File: config.mk
export PLATFORM = sky130hd
export DESIGN_NAME = icache_tag_ram
export DESIGN_NICKNAME = d
export VERILOG_FILES = /design/src/rtl/icache_pkg.sv /design/src/rtl/icache_tag_ram.sv
export VERILOG_INCLUDE_DIRS = /design/src /design/src/rtl
export SDC_FILE = /design/constraint.sdc
export NUM_CORES = 1
export LEC_CHECK = 0
export BUFFER_PORTS_ARGS = -buffer_cell sky130_fd_sc_hd__buf_4
export CORE_ASPECT_RATIO = 1.4
export CORE_MARGIN = 2
export CORE_UTILIZATION = 56
export CTS_CLUSTER_DIAMETER = 60
export CTS_CLUSTER_SIZE = 40
export DETAILED_ROUTE_END_ITERATION = 6
export GPL_ROUTABILITY_DRIVEN = 0
export PLACE_DENSITY_LB_ADDON = 0.15
export RECOVER_POWER = 50
export SYNTH_ARGS = -nofsm -noshare
export SYNTH_HDL_FRONTEND = slang
export SYNTH_SLANG_ARGS = --single-unit
File: constraint.sdc
create_clock -name clk -period 3 [get_ports clk]
set_input_delay 0.6 -clock clk [delete_from_list [all_inputs] [get_ports clk]]
set_output_delay 0.6 -clock clk [all_outputs]
set_load 0.01 [all_outputs]
File: src/rtl/icache_consts.svh
// --------------------------------------------------------------------------
// size macros for the direct-mapped instruction cache
// every width in the design derives from this one address split;
// include before any use of the icache types or sizes
// --------------------------------------------------------------------------

`ifndef ICACHE_CONSTS_SVH
`define ICACHE_CONSTS_SVH

// fetch byte address
`define IC_ADDR_W   16
// byte offset inside an 8-byte line
`define IC_OFFSET_W 3
// 128 lines
`define IC_INDEX_W  7
// what is left of the address above index and offset
`define IC_TAG_W    (`IC_ADDR_W - `IC_INDEX_W - `IC_OFFSET_W)
// one memory beat, and one full line
`define IC_WORD_W   32
`define IC_DWORD_W  64

`endif

File: src/rtl/icache_pkg.sv
// --------------------------------------------------------------------------
// shared types of the instruction cache
// referenced by scoped name from every rtl block
// --------------------------------------------------------------------------

`include "icache_consts.svh"

package icache_pkg;

        // address fields
        typedef logic [`IC_INDEX_W-1:0] ic_index_t;
        typedef logic [`IC_TAG_W-1:0]   ic_tag_t;

        // one memory beat and one whole line, big-endian
        typedef logic [`IC_WORD_W-1:0]  ic_word_t;
        typedef logic [`IC_DWORD_W-1:0] ic_dword_t;

        // controller states, in the order a miss walks through them
        typedef enum logic [2:0] {
                IDLE, LOOKUP, MISS_REQ, FILL_HI, FILL_LO, REPLAY, RESP
        } ic_state_t;

endpackage

File: src/rtl/icache_tag_ram.sv
// --------------------------------------------------------------------------
// tag array of the instruction cache, one tag and valid bit per line
// registered read as in the data array; a tag write also marks the line
// valid, and flush clears every valid bit on its edge
// --------------------------------------------------------------------------

`include "icache_consts.svh"

module icache_tag_ram (
        input  logic                  clk,
        input  logic                  arst_n,
        input  icache_pkg::ic_index_t index,
        input  logic                  rd_en,
        input  logic                  tag_wr,
        input  icache_pkg::ic_tag_t   tag_wdata,
        input  logic                  flush,
        output icache_pkg::ic_tag_t   rd_tag,
        output logic                  rd_valid
);

        localparam int NUM_LINES = 1 << `IC_INDEX_W;

        // one tag per line, meaningful only while its valid bit is set
        icache_pkg::ic_tag_t tag_mem [0:NUM_LINES-1];
        logic [NUM_LINES-1:0] valid_q;

        always_ff @(posedge clk) begin
                if (tag_wr) begin
                        tag_mem[index] <= tag_wdata;
                end
        end

        // whole-cache invalidate in one cycle
        always_ff @(posedge clk or negedge arst_n) begin
                if (!arst_n) begin
                        valid_q <= '0;
                end else if (flush) begin
                        valid_q <= '0;
                end else if (tag_wr) begin
                        valid_q[index] <= 1'b1;
                end
        end

        // read side is sampled together with the data array
        always_ff @(posedge clk) begin
                if (rd_en) begin
                        rd_tag <= tag_mem[index];
                end
        end

        always_ff @(posedge clk or negedge arst_n) begin
                if (!arst_n) begin
                        rd_valid <= 1'b0;
                end else if (rd_en) begin
                        rd_valid <= valid_q[index];
                end
        end

        // flush only happens in idle and tag writes only at the end of a fill
        assert property (@(posedge clk) disable iff (!arst_n) !(flush && tag_wr))
                else $error("Fail %0t: flush and tag write on the same edge", $time);

endmodule

==> flow_metrics.py <==
metrics = {
    "run_status": {
        "outcome": "finished with violations",
        "violations": "DRC, capacitance limit, slew limit",
    },
    "placement": {
        "place_hpwl_um": 72000,
        "dpl_worst_slack_ns": -0.150,
        "io_buffers": 24,
    },
    "clock_tree": {
        "clkSinkCount": 903,
        "clk_pin_slew_ns": 0.11,
        "postCtsResizedCells": 0,
        "clk_latency_ns": 0.64,
        "cts_root_buf": "clkbuf_16",
        "cts_tree": "yes",
        "h-tree-depth": 2,
        "postCtsHoldBufs": 1,
        "cts_buffers": 41,
        "clock_path_buffers": 3,
        "postCtsSetupRepairBufs": 0,
    },
    "detailed_routing": {
        "viasPerCell": 6.68,
        "remaining_drc_errors": 3,
        "dr.pass1.iters": 7,
        "drtAntennaViolNets": 0,
        "wirelength_um": 106000,
        "avgRoutedWirePerCell_um": 31.8,
        "drt_iter0_drc": 3034,
        "vias": 22300,
    },
    "floorplan": {
        "start_util_pct": 56.6,
        "die_area_um2": 66100,
        "die_w_um": 218,
        "pin_count": 25,
        "coreArea_um2": 63300,
        "die_h_um": 303,
        "rows": 109,
    },
    "grt": {
        "grt_start_max_net_pins": 83,
        "grt-ovfl-total": 0,
        "grt_pass1_vias": 21900,
        "grt_use_total_pct": 32.6,
        "grt_pass1_wl_um": 153000,
        "grt_antenna_before_repair": 0,
    },
    "critical_path": {
        "crit_family": "buffers and inverters",
        "cp-end-kind": "register",
        "slowest_delay_ns": 1.79,
        "critPathSlowestCell": "clkbuf_1",
        "path_cells": "clkbuf_1 -> clkbuf_2",
        "crit_required_ns": 3.35,
        "path_class": "in -> reg",
        "cp-start-kind": "input port",
        "crit_arrival_ns": 3.09,
        "cp_max_fo": 44,
        "critical_path.n_buffers_inverters": 2,
    },
    "timing": {
        "report.final.hold_viol_count": 0,
        "fin_skew_ns": 0.0598,
        "finalSetupViolCount": 0,
        "slew_viol_final": 235,
        "rsz0062_at_grt": "no",
        "setup_slack_ns": 0.263,
        "period_minus_slack_ns": 2.74,
        "finalCritPeriodShare_pct": 91.2,
        "slew_headroom_pct": -90.2,
        "tightest_slew_ns": 2.85,
        "max_freq_ghz": 0.365,
    },
    "cells_and_area": {
        "fin_nets": 2496,
        "drive_gt1_share_pct": 24.3,
        "syn2layout_area_growth_pct": 14.2,
        "diodes": 0,
        "num-fill-cells": 4491,
        "fin_util_pct": 64.6,
    },
    "synthesis": {
        "ys_types": 66,
        "async_flop_share_pct": 14.3,
        "syn_nets": 2222,
        "synth_area_um2": 35800,
        "synth_edf_count": 774,
        "syn_avg_cell_area_um2": 16.3,
        "synth_ff_type": "edfxtp_1",
        "synth_top_cell_by_area": "edfxtp_1",
        "yosysWarnings": 0,
        "ys_seq_area_share_pct": 73.9,
        "ys_seq_elements": 903,
        "synthCells": 2204,
        "synth.area.top_cells": "edfxtp_1, dfrtp_1, mux4_2, nor2_1, mux2i_1",
        "yosysTopAreaCellShare_pct": 64.9,
    },
    "pwr": {
        "powerDensity_nw_per_um2": 557,
        "irDropWorstVdd_mv": 0.535,
        "p_switching_mw": 5.53,
        "pwr-share-clk_pct": 32.4,
        "p_int_mw": 17.3,
        "p_leak_nw": 14.3,
        "combPwrFrac_pct": 7.5,
        "swShare_pct": 24.3,
        "pwr-share-seq_pct": 60.2,
    },
    "min_path": {
        "hold_class": "in -> reg",
    },
    "job": {
        "drv_cap": 5,
    },
}
-- power by group through the flow --
stage / Clock, mW / Combinational [mW] / Sequential, mW
3_5_place_dp: 0 / 1.66 / 14.0
5_1_grt: 7.83 / 1.75 / 13.7
6_report: 7.37 / 1.70 / 13.7
4_1_cts: 7.42 / 1.67 / 13.7
3_3_place_gp: 0 / 1.64 / 14.0
2_1_floorplan: 0 / 0.741 / 14.0
-- cell usage in the layout (no fill, tap or decap), types with 9 or more instances in the layout --
cell       instances
clkbuf_16         42
nand2b_1           9
a211oi_1          11
nand3_1           15
o221ai_1          13
dfrtp_1          129
mux4_2            87
nor3_1            11
a22oi_1           58
mux2_2            61
buf_4            317
nand2_1           70
nor2_1           410
a21oi_1           35
a221oi_1          86
a22o_1            10
clkbuf_1          11
o21ai_0           37
mux2i_1           88
edfxtp_1         774
o22ai_1           23
buf_12            37
a221o_1           22
-- flip-flops by register name, indices dropped and copies added (netlist names) --
signal    cells
valid_q     128
rd_tag        6
tag_mem     768
rd_valid      1
-- final cells by class --
cell class | instances | area [um2] | area share (%)
Sequential cell | 903 | 26500 | 64.7
Multi-Input combinational cell | 1153 | 8600 | 21.0
Timing Repair Buffer | 374 | 3240 | 7.92
Clock buffer | 42 | 1050 | 2.57
Tap cell | 832 | 1040 | 2.54
Clock inverter | 34 | 493 | 1.21
Inverter | 5 | 18.8 | 0.0459
-- per-layer routing --
layer	routed length, um	GRT usage, %	vias to the layer above	share of wire [%]
li1	-	-	9127	-
met1	38200	43.6	11400	36
met4	5380	14.1	0	5.1
met3	11100	5.16	278	10
met5	0	0	-	0
met2	51800	53.6	1492	49
-- final timing paths --
kind,startpoint,endpoint,slack (ns),cells after the start
setup / recovery,tag_wdata[5],tag_mem[39][5]$_DFFE_PP_,0.26,2
hold / removal,flush,valid_q[41]$_DFFE_PN0P_,0.39,2
setup reg to reg,tag_mem[117][3]$_DFFE_PP_,rd_tag[3]$_DFFE_PP_,0.58,7
hold reg to reg,valid_q[54]$_DFFE_PN0P_,valid_q[54]$_DFFE_PN0P_,0.50,2
max in group asynchronous,arst_n,valid_q[1]$_DFFE_PN0P_,0.66,3
min in group asynchronous,arst_n,valid_q[76]$_DFFE_PN0P_,0.80,2
-- cell usage after synthesis (all sizes together), types with 6 or more instances --
| cell | number |
|---|---|
| edfxtp | 774 |
| nor2 | 412 |
| dfrtp | 129 |
| buf | 88 |
| mux2i | 88 |
| a221oi | 87 |
| mux4 | 87 |
| nand2 | 70 |
| mux2 | 64 |
| a22oi | 58 |
| clkbuf | 55 |
| o21ai | 38 |
| a21oi | 35 |
| o22ai | 23 |
| a221o | 22 |
| nand3 | 15 |
| o221ai | 13 |
| nor3 | 12 |
| a211oi | 11 |
| a22o | 10 |
| nand2b | 9 |
| nor2b | 9 |
| a31oi | 8 |
| o2bb2ai | 8 |
| o211ai | 7 |
| o21bai | 6 |
-- per-stage QoR --
| stage | cell area (um2) | hold WS, ns | std cells | power [mW] | TNS [ns] |
|---|---|---|---|---|---|
| 2_1_floorplan | 35800 | 0.304 | 2204 | 14.7 | 0 |
| 3_3_place_gp | 39400 | 0.473 | 3266 | 15.6 | -0.539 |
| 3_5_place_dp | 39400 | 0.483 | 3266 | 15.6 | -0.550 |
| 4_1_cts | 41000 | 0.313 | 3343 | 22.8 | 0 |
| 5_1_grt | 40900 | 0.392 | 3343 | 23.3 | 0 |
| 6_report | 40900 | 0.387 | 3343 | 22.8 | 0 |
-- logic make-up after synthesis --
group / share of synthesized area [%]
compound gates: 7.84
simple gates: 6.15
mux: 9.95
buf+inv: 2.19
flops: 73.9
(Power assumes the default switching activity.)
