$ cat src/rtl/icache_consts.svh
// --------------------------------------------------------------------------
// size macros for the direct-mapped instruction cache
// every width in the design derives from this one address split;
// include before any use of the icache types or sizes
// --------------------------------------------------------------------------

`ifndef ICACHE_CONSTS_SVH
`define ICACHE_CONSTS_SVH

// fetch byte address
`define IC_ADDR_W   16
// byte offset inside an 8-byte line
`define IC_OFFSET_W 3
// 128 lines
`define IC_INDEX_W  7
// what is left of the address above index and offset
`define IC_TAG_W    (`IC_ADDR_W - `IC_INDEX_W - `IC_OFFSET_W)
// one memory beat, and one full line
`define IC_WORD_W   32
`define IC_DWORD_W  64

`endif

$ cat src/rtl/icache_pkg.sv
// --------------------------------------------------------------------------
// shared types of the instruction cache
// referenced by scoped name from every rtl block
// --------------------------------------------------------------------------

`include "icache_consts.svh"

package icache_pkg;

        // address fields
        typedef logic [`IC_INDEX_W-1:0] ic_index_t;
        typedef logic [`IC_TAG_W-1:0]   ic_tag_t;

        // one memory beat and one whole line, big-endian
        typedef logic [`IC_WORD_W-1:0]  ic_word_t;
        typedef logic [`IC_DWORD_W-1:0] ic_dword_t;

        // controller states, in the order a miss walks through them
        typedef enum logic [2:0] {
                IDLE, LOOKUP, MISS_REQ, FILL_HI, FILL_LO, REPLAY, RESP
        } ic_state_t;

endpackage

$ cat src/rtl/icache_ctrl.sv
// --------------------------------------------------------------------------
// instruction cache controller
// accepts a fetch, looks up tag and data arrays, and on a miss requests
// the line from memory, fills both halves, replays the read and responds.
// a hit answers in the cycle right after acceptance
// --------------------------------------------------------------------------

`include "icache_consts.svh"

module icache_ctrl (
        input  logic                   clk,
        input  logic                   arst_n,
        // fetch request
        input  logic                   req_valid,
        output logic                   req_ready,
        input  logic [`IC_ADDR_W-1:0]  req_addr,
        // fetch response
        output logic                   rsp_valid,
        input  logic                   rsp_ready,
        output icache_pkg::ic_dword_t  rsp_data,
        // memory request
        output logic                   mem_req_valid,
        input  logic                   mem_req_ready,
        output logic [`IC_ADDR_W-1:0]  mem_req_addr,
        // memory response, upper word first
        input  logic                   mem_rsp_valid,
        input  icache_pkg::ic_word_t   mem_rsp_data,
        // flush
        input  logic                   flush_valid,
        output logic                   flush_ready,
        // to the arrays
        output icache_pkg::ic_index_t  index,
        output logic                   rd_en,
        output logic [1:0]             wr_en,
        output icache_pkg::ic_word_t   wr_data,
        output logic                   tag_wr,
        output icache_pkg::ic_tag_t    tag_wdata,
        output logic                   flush,
        // from the arrays
        input  icache_pkg::ic_dword_t  rd_data,
        input  icache_pkg::ic_tag_t    rd_tag,
        input  logic                   rd_valid
);

        icache_pkg::ic_state_t state_q;
        icache_pkg::ic_state_t state_d;

        // accepted address, split into its fields
        icache_pkg::ic_tag_t   tag_q;
        icache_pkg::ic_index_t index_q;

        // fields of the address on the fetch bus right now
        icache_pkg::ic_tag_t   req_tag;
        icache_pkg::ic_index_t req_index;

        // goes high on the first edge after reset release
        logic run_q;
        logic accept;
        logic hit;

        assign req_index = req_addr[`IC_OFFSET_W +: `IC_INDEX_W];
        assign req_tag   = req_addr[`IC_ADDR_W-1 -: `IC_TAG_W];

        // idle is the only state that takes new work
        assign req_ready   = run_q && (state_q == icache_pkg::IDLE);
        assign flush_ready = req_ready;

        // flush wins over a fetch on the same edge
        assign flush  = flush_ready && flush_valid;
        assign accept = req_ready && req_valid && !flush_valid;

        // registered array outputs compared against the held tag
        assign hit = rd_valid && (rd_tag == tag_q);

        // data array output feeds the response directly, it only moves on rd_en
        assign rsp_data = rd_data;

        // fill path and line-aligned miss address
        assign wr_data      = mem_rsp_data;
        assign tag_wdata    = tag_q;
        assign mem_req_addr = {tag_q, index_q, {`IC_OFFSET_W{1'b0}}};

        always_comb begin
                state_d       = state_q;
                index         = index_q;
                rd_en         = 1'b0;
                wr_en         = 2'b00;
                tag_wr        = 1'b0;
                rsp_valid     = 1'b0;
                mem_req_valid = 1'b0;
                case (state_q)
                        icache_pkg::IDLE: begin
                                // arrays read on the accept edge, straight from the bus
                                index = req_index;
                                if (accept) begin
                                        rd_en   = 1'b1;
                                        state_d = icache_pkg::LOOKUP;
                                end
                        end
                        icache_pkg::LOOKUP: begin
                                if (hit) begin
                                        rsp_valid = 1'b1;
                                        // park in RESP while the fetch side stalls
                                        state_d = rsp_ready ? icache_pkg::IDLE
                                                            : icache_pkg::RESP;
                                end else begin
                                        state_d = icache_pkg::MISS_REQ;
                                end
                        end
                        icache_pkg::MISS_REQ: begin
                                mem_req_valid = 1'b1;
                                if (mem_req_ready) begin
                                        state_d = icache_pkg::FILL_HI;
                                end
                        end
                        icache_pkg::FILL_HI: begin
                                // first beat is bytes 0-3 of the line
                                if (mem_rsp_valid) begin
                                        wr_en   = 2'b10;
                                        state_d = icache_pkg::FILL_LO;
                                end
                        end
                        icache_pkg::FILL_LO: begin
                                // second beat completes the line, tag goes in with it
                                if (mem_rsp_valid) begin
                                        wr_en   = 2'b01;
                                        tag_wr  = 1'b1;
                                        state_d = icache_pkg::REPLAY;
                                end
                        end
                        icache_pkg::REPLAY: begin
                                // re-read the freshly filled line
                                rd_en   = 1'b1;
                                state_d = icache_pkg::RESP;
                        end
                        icache_pkg::RESP: begin
                                rsp_valid = 1'b1;
                                if (rsp_ready) begin
                                        state_d = icache_pkg::IDLE;
                                end
                        end
                        default: begin
                                state_d = icache_pkg::IDLE;
                        end
                endcase
        end

        always_ff @(posedge clk or negedge arst_n) begin
                if (!arst_n) begin
                        state_q <= icache_pkg::IDLE;
                        run_q   <= 1'b0;
                end else begin
                        state_q <= state_d;
                        run_q   <= 1'b1;
                end
        end

        // accepted address, held for the whole transaction
        always_ff @(posedge clk) begin
                if (accept) begin
                        tag_q   <= req_tag;
                        index_q <= req_index;
                end
        end

        // a stalled response must not change under the fetch side
        assert property (@(posedge clk) disable iff (!arst_n)
                        rsp_valid && !rsp_ready |=> rsp_valid && $stable(rsp_data))
                else $error("Fail %0t: response changed under back-pressure", $time);

        // memory request is held until memory takes it
        assert property (@(posedge clk) disable iff (!arst_n)
                        mem_req_valid && !mem_req_ready |=> mem_req_valid)
                else $error("Fail %0t: mem_req_valid dropped before mem_req_ready", $time);

endmodule

$ cat config.mk
export PLATFORM = sky130hd
export DESIGN_NAME = icache_ctrl
export DESIGN_NICKNAME = d
export VERILOG_FILES = /design/src/rtl/icache_pkg.sv /design/src/rtl/icache_ctrl.sv
export VERILOG_INCLUDE_DIRS = /design/src /design/src/rtl
export SDC_FILE = /design/constraint.sdc
export NUM_CORES = 1
export LEC_CHECK = 0
export ABC_AREA = 1
export BUFFER_PORTS_ARGS = -buffer_cell sky130_fd_sc_hd__buf_4
export CAP_MARGIN = 25
export CELL_PAD_IN_SITES_DETAIL_PLACEMENT = 1
export CELL_PAD_IN_SITES_GLOBAL_PLACEMENT = 2
export CORE_MARGIN = 5
export CORE_UTILIZATION = 14
export DETAILED_ROUTE_END_ITERATION = 12
export PLACE_DENSITY_LB_ADDON = 0.1
export SYNTH_ARGS = -nofsm -noshare
export SYNTH_HDL_FRONTEND = slang
export SYNTH_SLANG_ARGS = --single-unit
$ cat constraint.sdc
create_clock -name clk -period 2.9 [get_ports clk]
set_clock_uncertainty 0.2 [all_clocks]
set_input_delay 0.29 -clock clk [delete_from_list [all_inputs] [get_ports clk]]
set_output_delay 0.29 -clock clk [all_outputs]
set_load 0.01 [all_outputs]
==> flow_results.xml, run 1 <==
<?xml version="1.0" encoding="UTF-8"?>
<metrics>
  <group name="critical_path">
    <metric name="start_kind" unit="">register</metric>
    <metric name="worst_setup_path_end_kind" unit="">output pin</metric>
    <metric name="path_class" unit="">register to output pin</metric>
    <metric name="crit_required" unit="ns">2.41</metric>
    <metric name="crit_chain" unit="">nor2_2 -&gt; nand2_2 -&gt; nor3_2 -&gt; o21bai_1 -&gt; buf_4</metric>
    <metric name="critical-path-slowest-cell" unit="">dfrtp_1</metric>
    <metric name="timing.critical_path.buf_inv" unit="">1</metric>
    <metric name="critical-path-top-delay-family" unit="">simple AND/OR/NAND/NOR gates</metric>
    <metric name="critical_path_peak_fanout" unit="">11</metric>
    <metric name="largest_incremental_delay_on_the_critical_path" unit="ns">0.52</metric>
    <metric name="timing.critical_path.arrival" unit="ns">1.84</metric>
  </group>
  <group name="cts">
    <metric name="cts_inserted_buffers" unit="">3</metric>
    <metric name="clock_sink_count" unit="">17</metric>
    <metric name="clock_latency_reported_for_the_late_side_of_the_worst_skew_pair" unit="ns">0.25</metric>
    <metric name="post-cts-setup-buffers" unit="">0</metric>
    <metric name="cts_repair_resize_count" unit="">0</metric>
    <metric name="max-clock-path-buffers" unit="">2</metric>
    <metric name="ctsHoldBuffers" unit="">1</metric>
    <metric name="clkTransAtPathRegs" unit="ns">0.06</metric>
    <metric name="h-tree-depth" unit="">1</metric>
    <metric name="clock-root-buffer" unit="">clkbuf_16</metric>
    <metric name="cts_tree" unit="">yes</metric>
  </group>
  <group name="power">
    <metric name="leakage_power_figure" unit="nW">0.922</metric>
    <metric name="power.ir.vdd_worst" unit="mV">0.152</metric>
    <metric name="power_density" unit="mW/mm^2">657</metric>
  </group>
  <group name="timing">
    <metric name="rsz_0062_raised_after_global_routing" unit="">no</metric>
    <metric name="setup_viol_count_final" unit="">0</metric>
    <metric name="final.period_utilization" unit="%">80.5</metric>
    <metric name="report.final.slew_viol_count" unit="">0</metric>
    <metric name="fmax" unit="MHz">428</metric>
    <metric name="layout_min_cycle_time" unit="ns">2.33</metric>
    <metric name="setup_ws" unit="ns">0.566</metric>
    <metric name="final_hold_viol_count" unit="">0</metric>
    <metric name="timing.setup.tns" unit="ns">0</metric>
  </group>
  <group name="logic_synthesis">
    <metric name="synth.top_cell.area_share" unit="%">42.2</metric>
    <metric name="postSynthRegisterBits" unit="">17</metric>
    <metric name="synth.avg_cell_area" unit="sq um">7.49</metric>
    <metric name="synth.largest_area_cell" unit="">buf_4</metric>
    <metric name="yosys_warnings" unit="">0</metric>
    <metric name="synth.cells.most_frequent" unit="">107 x buf_4, 59 x nand2_1, 23 x inv_1</metric>
    <metric name="most_frequent_cell_after_synthesis" unit="">buf_4</metric>
    <metric name="ys_top_cells_by_area" unit="">buf_4 42%, edfxtp_1 21%, nand2_1 12%</metric>
    <metric name="postSynth.asyncResetShare" unit="%">23.5</metric>
    <metric name="gate_count_after_technology_mapping" unit="">254</metric>
    <metric name="synth_cell_types" unit="">24</metric>
    <metric name="synth_enable_flop_cells" unit="">13</metric>
    <metric name="netlist_area" unit="sq mm">0.00190</metric>
    <metric name="synth_flop_type" unit="">edfxtp_1</metric>
    <metric name="synth_sequential_area_ratio" unit="%">25.8</metric>
  </group>
  <group name="run_status">
    <metric name="run_status" unit="">finished clean</metric>
  </group>
  <group name="run">
    <metric name="maxCapViolations" unit="">0</metric>
  </group>
  <group name="floorplan">
    <metric name="die_y" unit="microns">127</metric>
    <metric name="start_util" unit="%">14.3</metric>
    <metric name="core_region_area" unit="sq mm">0.0133</metric>
    <metric name="die_w" unit="microns">127</metric>
    <metric name="fp.dieArea" unit="sq mm">0.0160</metric>
    <metric name="rows" unit="">42</metric>
    <metric name="io_pins" unit="">260</metric>
  </group>
  <group name="global_routing">
    <metric name="global_route.overflow_total" unit="">0</metric>
    <metric name="initial_antenna_violation_count" unit="">0</metric>
    <metric name="grtUsageMet3" unit="%">3.32</metric>
    <metric name="grtUsageMet2" unit="%">8.50</metric>
    <metric name="grt.busiest_layer" unit="">met2</metric>
    <metric name="gr-usage-all-layers" unit="%">6.18</metric>
    <metric name="grt_first_pass_wirelength" unit="microns">7640</metric>
    <metric name="grt_max_degree" unit="">12</metric>
    <metric name="groute.layer.met1.usage" unit="%">7.99</metric>
    <metric name="grt_pass1_vias" unit="">1344</metric>
  </group>
  <group name="place">
    <metric name="gp_congestion" unit="">0.624</metric>
    <metric name="portBuffers" unit="">61</metric>
    <metric name="dp.final_hpwl" unit="microns">4100</metric>
    <metric name="dp_cells" unit="">384</metric>
    <metric name="pre_cts_slack" unit="ns">0.718</metric>
    <metric name="placed_cell_area" unit="sq mm">0.00176</metric>
  </group>
  <group name="layout">
    <metric name="finish.instance_area" unit="sq mm">0.00187</metric>
    <metric name="fin_cells" unit="">391</metric>
    <metric name="syn_to_final_growth" unit="%">-1.84</metric>
    <metric name="final.fill_count" unit="">1601</metric>
    <metric name="nNetsFinal" unit="">342</metric>
    <metric name="utilization" unit="%">14.0</metric>
    <metric name="antennaDiodeCount" unit="">0</metric>
    <metric name="layout-drive-gt1-share" unit="%">38.6</metric>
  </group>
  <group name="route">
    <metric name="drt_wl_total" unit="microns">5060</metric>
    <metric name="drcViolationCount" unit="">0</metric>
    <metric name="num_vias" unit="">1218</metric>
    <metric name="viasPerCell" unit="">3.12</metric>
    <metric name="route.detailed.wl_per_inst" unit="microns">12.9</metric>
    <metric name="drt-pass1-iter-count" unit="">4</metric>
    <metric name="dr.first_iter.drc_count" unit="">25</metric>
    <metric name="antenna_left" unit="">0</metric>
  </group>
  <group name="hold_path">
    <metric name="holdCritPathClass" unit="">input port to register</metric>
  </group>
</metrics>
-- registers in the layout (all words and copies together) (netlist names) --
signal and flops:
tag_wdata 6, run_q 1, state_q 3, index_q 7
-- worst register-to-register path, delay by kind of cell (launching register included) --
kind,cells,cell delay (ns)
flip-flops,1,0.52
buffers and inverters,1,0.31
AND/OR/NAND/NOR,3,0.74
-- cell usage in the layout (no fill, tap or decap), types with 2 or more instances in the layout --
cell type,n
nand2_2,2
dlygate4sd3_1,3
nor2_2,5
nand3_1,6
inv_1,23
nand3_2,4
dfrtp_1,4
nand2_1,59
o21ai_0,2
inv_2,3
edfxtp_1,13
clkbuf_16,3
nor2_1,9
a21oi_1,3
conb_1,4
buf_4,62
-- per-stage QoR --
stage	hold slack (ns)	power (W)
5_1_grt	0.00132	0.00136
4_1_cts	0.00162	0.00127
2_1_floorplan	-0.206	0.000871
3_3_place_gp	-0.105	0.000969
6_report	0.0121	0.00123
3_5_place_dp	-0.105	0.000964
-- power by group --
| group | switching [W] | internal, W |
|---|---|---|
| clock network | 0.000105 | 0.000187 |
| logic | 0.000339 | 0.000240 |
| registers | 0.0000608 | 0.000295 |
-- cells by family (layout without fill, tap and decap cells) --
group	Yosys count	count (layout)	synth area share (%)
AO/OA/AOI/OAI	8	8	2.90
buffers and inverters	137	96	49.5
flip-flops	17	17	25.8
other	2	4	0.395
AND/OR/NAND/NOR	90	90	21.4
-- layout make-up --
cell class | instances | area, sq um | area share [%]
clock buffer | 4 | 78.8 | 4.22
inverter | 27 | 104 | 5.56
multi-input combinational | 102 | 478 | 25.6
sequential | 17 | 490 | 26.3
tap | 176 | 220 | 11.8
timing repair buffer | 65 | 495 | 26.5
-- metal layers --
metal,wire (microns),vias to the layer above,share of wire [%]
met4,131,0,2.6
met2,2090,68,41
met3,582,26,11
li1,-,580,-
met5,0,-,0
met1,2260,544,45
-- worst paths after layout --
check | slack [ns] | from | end | depth (start not counted)
max | 0.57 | state_q[1]$_DFFE_PN0P_ | rd_en | 5
min | 0.01 | req_addr[14] | tag_wdata[4]$_DFFE_PP_ | 1
min reg2reg | 0.45 | state_q[0]$_DFFE_PN0P_ | state_q[0]$_DFFE_PN0P_ | 1
max reg2reg | 0.82 | state_q[1]$_DFFE_PN0P_ | tag_wdata[3]$_DFFE_PP_ | 4
min in group asynchronous | 0.16 | arst_n | run_q$_DFF_PN0_ | 2
max in group asynchronous | 2.23 | arst_n | state_q[1]$_DFFE_PN0P_ | 2
(Power assumes the default switching activity.)
==> run 2, diff against run 1 <==
--- a/config.mk
+++ b/config.mk
@@ -6,13 +6,13 @@
 export SDC_FILE = /design/constraint.sdc
 export NUM_CORES = 1
 export LEC_CHECK = 0
-export ABC_AREA = 1
+export ABC_AREA = 0
 export BUFFER_PORTS_ARGS = -buffer_cell sky130_fd_sc_hd__buf_4
 export CAP_MARGIN = 25
 export CELL_PAD_IN_SITES_DETAIL_PLACEMENT = 1
 export CELL_PAD_IN_SITES_GLOBAL_PLACEMENT = 2
 export CORE_MARGIN = 5
-export CORE_UTILIZATION = 14
+export CORE_UTILIZATION = 12
 export DETAILED_ROUTE_END_ITERATION = 12
 export PLACE_DENSITY_LB_ADDON = 0.1
 export SYNTH_ARGS = -nofsm -noshare
==> constraint.sdc (replaced) <==
create_clock -name clk -period 2.42 [get_ports clk]
set_clock_uncertainty 0.2 [all_clocks]
set_input_delay 0.242 -clock clk [delete_from_list [all_inputs] [get_ports clk]]
set_output_delay 0.242 -clock clk [all_outputs]
set_load 0.01 [all_outputs]
==> run 2 against run 1 <==
  * Area after synthesis is 12% lower
  * Critical path type unchanged
  * Final cell count is 16% lower
  * Synthesized cell count is 32% lower
  * Die area is 2.1% higher
  * Register-to-register slack worse by 0.06 ns
  * Setup slack worse by 0.29 ns
  * Via count is 20% lower
==> flow_results.xml, run 2 <==
<?xml version="1.0" encoding="UTF-8"?>
<metrics>
  <group name="route">
    <metric name="drcViolationCount" unit="">0</metric>
    <metric name="viasPerCell" unit="">2.96</metric>
    <metric name="num_vias" unit="">972</metric>
    <metric name="route.detailed.wl_per_inst" unit="microns">13.3</metric>
    <metric name="dr.first_iter.drc_count" unit="">20</metric>
    <metric name="drt-pass1-iter-count" unit="">2</metric>
    <metric name="antenna_left" unit="">0</metric>
    <metric name="drt_wl_total" unit="microns">4360</metric>
  </group>
  <group name="logic_synthesis">
    <metric name="synth_sequential_area_ratio" unit="%">29.4</metric>
    <metric name="synth_xor_xnor_area_share" unit="%">3.15</metric>
    <metric name="synthMuxAreaShare" unit="%">4.73</metric>
    <metric name="synth.top_cell.area_share" unit="%">49.1</metric>
    <metric name="synth.avg_cell_area" unit="sq um">9.63</metric>
    <metric name="synth.cells.most_frequent" unit="">109 x buf_4, 13 x edfxtp_1, 7 x mux2_2</metric>
    <metric name="synthSimpleGateAreaFrac" unit="%">8.33</metric>
    <metric name="ys_top_cells_by_area" unit="">buf_4 49%, edfxtp_1 23%, dfrtp_1 6.0%</metric>
    <metric name="synth_enable_flop_cells" unit="">13</metric>
    <metric name="synth.largest_area_cell" unit="">buf_4</metric>
    <metric name="synthAdderAreaFrac" unit="%">0</metric>
    <metric name="synth_cell_types" unit="">28</metric>
    <metric name="dominant_combinational_cell_family_by_area_after_synthesis" unit="">buffers and inverters</metric>
    <metric name="synth-compound-area-share" unit="%">4.50</metric>
    <metric name="gate_count_after_technology_mapping" unit="">173</metric>
    <metric name="postSynth.asyncResetShare" unit="%">23.5</metric>
    <metric name="synth_flop_type" unit="">edfxtp_1</metric>
    <metric name="most_frequent_cell_after_synthesis" unit="">buf_4</metric>
    <metric name="netlist_area" unit="sq mm">0.00167</metric>
    <metric name="yosys_warnings" unit="">0</metric>
    <metric name="postSynthRegisterBits" unit="">17</metric>
  </group>
  <group name="power">
    <metric name="power_density" unit="mW/mm^2">758</metric>
    <metric name="power.ir.vdd_worst" unit="mV">0.203</metric>
    <metric name="totalPowerFinal" unit="W">0.00136</metric>
    <metric name="leakage_power_figure" unit="nW">0.711</metric>
  </group>
  <group name="floorplan">
    <metric name="core_region_area" unit="sq mm">0.0138</metric>
    <metric name="fp.dieArea" unit="sq mm">0.0163</metric>
    <metric name="rows" unit="">43</metric>
    <metric name="die_w" unit="microns">128</metric>
    <metric name="io_pins" unit="">260</metric>
    <metric name="start_util" unit="%">12.1</metric>
    <metric name="die_y" unit="microns">128</metric>
  </group>
  <group name="cts">
    <metric name="ctsHoldBuffers" unit="">14</metric>
    <metric name="cts_tree" unit="">yes</metric>
    <metric name="max-clock-path-buffers" unit="">2</metric>
    <metric name="cts_inserted_buffers" unit="">3</metric>
    <metric name="cts_repair_resize_count" unit="">0</metric>
    <metric name="h-tree-depth" unit="">1</metric>
    <metric name="clkTransAtPathRegs" unit="ns">0.06</metric>
    <metric name="clock-root-buffer" unit="">clkbuf_16</metric>
    <metric name="clock_sink_count" unit="">17</metric>
    <metric name="clock_latency_reported_for_the_late_side_of_the_worst_skew_pair" unit="ns">0.25</metric>
    <metric name="post-cts-setup-buffers" unit="">0</metric>
  </group>
  <group name="global_routing">
    <metric name="grt_pass1_vias" unit="">1154</metric>
    <metric name="grt_max_degree" unit="">14</metric>
    <metric name="initial_antenna_violation_count" unit="">0</metric>
    <metric name="global_route.overflow_total" unit="">0</metric>
    <metric name="gr-usage-all-layers" unit="%">5.04</metric>
    <metric name="grt_first_pass_wirelength" unit="microns">6380</metric>
  </group>
  <group name="layout">
    <metric name="largest_register_ff_count" unit="">7</metric>
    <metric name="leading_cell_type_in_the_layout_fill_and_taps_excluded" unit="">buf_4</metric>
    <metric name="antennaDiodeCount" unit="">0</metric>
    <metric name="top_register" unit="">index_q</metric>
    <metric name="leading_cell_types_in_the_layout_fill_and_taps_excluded" unit="">65 x buf_4, 14 x dlygate4sd3_1, 13 x edfxtp_1, 7 x mux2_2</metric>
    <metric name="nNetsFinal" unit="">275</metric>
    <metric name="layout-drive-gt1-share" unit="%">53.4</metric>
    <metric name="syn_to_final_growth" unit="%">7.88</metric>
  </group>
  <group name="timing">
    <metric name="setup_viol_count_final" unit="">0</metric>
    <metric name="fmax" unit="MHz">466</metric>
    <metric name="report.final.slew_viol_count" unit="">0</metric>
    <metric name="rsz_0062_raised_after_global_routing" unit="">no</metric>
    <metric name="final.period_utilization" unit="%">88.6</metric>
    <metric name="layout_min_cycle_time" unit="ns">2.14</metric>
    <metric name="final_hold_viol_count" unit="">0</metric>
    <metric name="timing.setup.tns" unit="ns">0</metric>
    <metric name="hold_ws" unit="ns">0.130</metric>
  </group>
  <group name="critical_path">
    <metric name="critical-path-slowest-cell" unit="">edfxtp_1</metric>
    <metric name="crit_chain" unit="">xnor2_1 -&gt; nand3_1 -&gt; nor4_4 -&gt; o2bb2ai_1 -&gt; buf_4</metric>
    <metric name="start_kind" unit="">register</metric>
    <metric name="critical_path_peak_fanout" unit="">3</metric>
    <metric name="timing.critical_path.arrival" unit="ns">1.70</metric>
    <metric name="worst_setup_path_end_kind" unit="">output pin</metric>
    <metric name="regToRegStartpoint" unit="">state_q[0]$_DFFE_PN0P_</metric>
    <metric name="path_class" unit="">register to output pin</metric>
    <metric name="crit_required" unit="ns">1.98</metric>
    <metric name="largest_incremental_delay_on_the_critical_path" unit="ns">0.42</metric>
    <metric name="timing.critical_path.from" unit="">tag_wdata[2]$_DFFE_PP_</metric>
  </group>
  <group name="run_status">
    <metric name="run_status" unit="">finished clean</metric>
  </group>
  <group name="place">
    <metric name="dp.final_hpwl" unit="microns">3560</metric>
    <metric name="portBuffers" unit="">61</metric>
    <metric name="gp_congestion" unit="">0.648</metric>
  </group>
  <group name="run">
    <metric name="maxCapViolations" unit="">0</metric>
  </group>
  <group name="hold_path">
    <metric name="holdCritPathClass" unit="">input port to async pin</metric>
  </group>
</metrics>
[run 2: per-stage QoR]
| step | utilization, % | worst slack [ns] | std cells | instance area (sq um) |
|---|---|---|---|---|
| 6_report | 13.1 | 0.275 | 328 | 1800 |
| 3_3_place_gp | 11.5 | 0.455 | 310 | 1580 |
| 3_5_place_dp | 11.5 | 0.458 | 310 | 1580 |
| 5_1_grt | 13.1 | 0.127 | 328 | 1800 |
| 2_1_floorplan | - | 0.350 | 175 | 1680 |
| 4_1_cts | 13.1 | 0.185 | 328 | 1800 |
[run 2: cell families (layout without fill, tap and decap cells)]
| family | after synthesis | count (layout) |
|---|---|---|
| flip-flops | 17 | 17 |
| buffers and inverters | 110 | 83 |
| AND/OR/NAND/NOR | 19 | 19 |
| AO/OA/AOI/OAI | 12 | 12 |
| multiplexers | 7 | 7 |
| XOR/XNOR | 6 | 6 |
| other | 2 | 4 |
[run 2: path summary, 6_finish.rpt]
| kind | end | slack (ns) | depth (start not counted) |
|---|---|---|---|
| min reg2reg | state_q[1]$_DFFE_PN0P_ | 0.60 | 3 |
| min | run_q$_DFF_PN0_ | 0.13 | 2 |
| max | rsp_valid | 0.28 | 5 |
| max in group asynchronous | state_q[2]$_DFFE_PN0P_ | 1.78 | 2 |
| max reg2reg | tag_wdata[1]$_DFFE_PP_ | 0.76 | 3 |
| min in group clk | state_q[0]$_DFFE_PN0P_ | 0.14 | 4 |
[run 2: routing by layer]
layer	up-vias	wire [microns]	global-route usage [%]	part of all wire, %
met1	459	1380	4.50	32
met4	0	303	4.06	6.9
met5	-	0	0	0
met2	70	2040	8.23	47
li1	408	-	-	-
met3	35	631	2.96	14
[run 2: area by class of cell]
| cell class | instances | area [sq um] |
|---|---|---|
| multi-input cells | 48 | 375 |
| fillers | 1643 | 12000 |
| flip-flops and latches | 17 | 490 |
| well taps | 180 | 225 |
| clock buffers | 4 | 78.8 |
| repair buffers | 79 | 628 |
[run 2: power by group]
group | internal, W | switching, W
sequential | 0.000355 | 0.0000436
clock | 0.000224 | 0.000120
combinational | 0.000320 | 0.000300
[run 2: worst max-delay path: cells and delay by family, from the launching register on]
| family | cells | cell delay (ns) |
|---|---|---|
| DFF | 1 | 0.42 |
| buffers and inverters | 1 | 0.14 |
| and+or+nand+nor | 2 | 0.55 |
| AOI/OAI and AO/OA | 1 | 0.16 |
| xor gates and xnor gates | 1 | 0.19 |
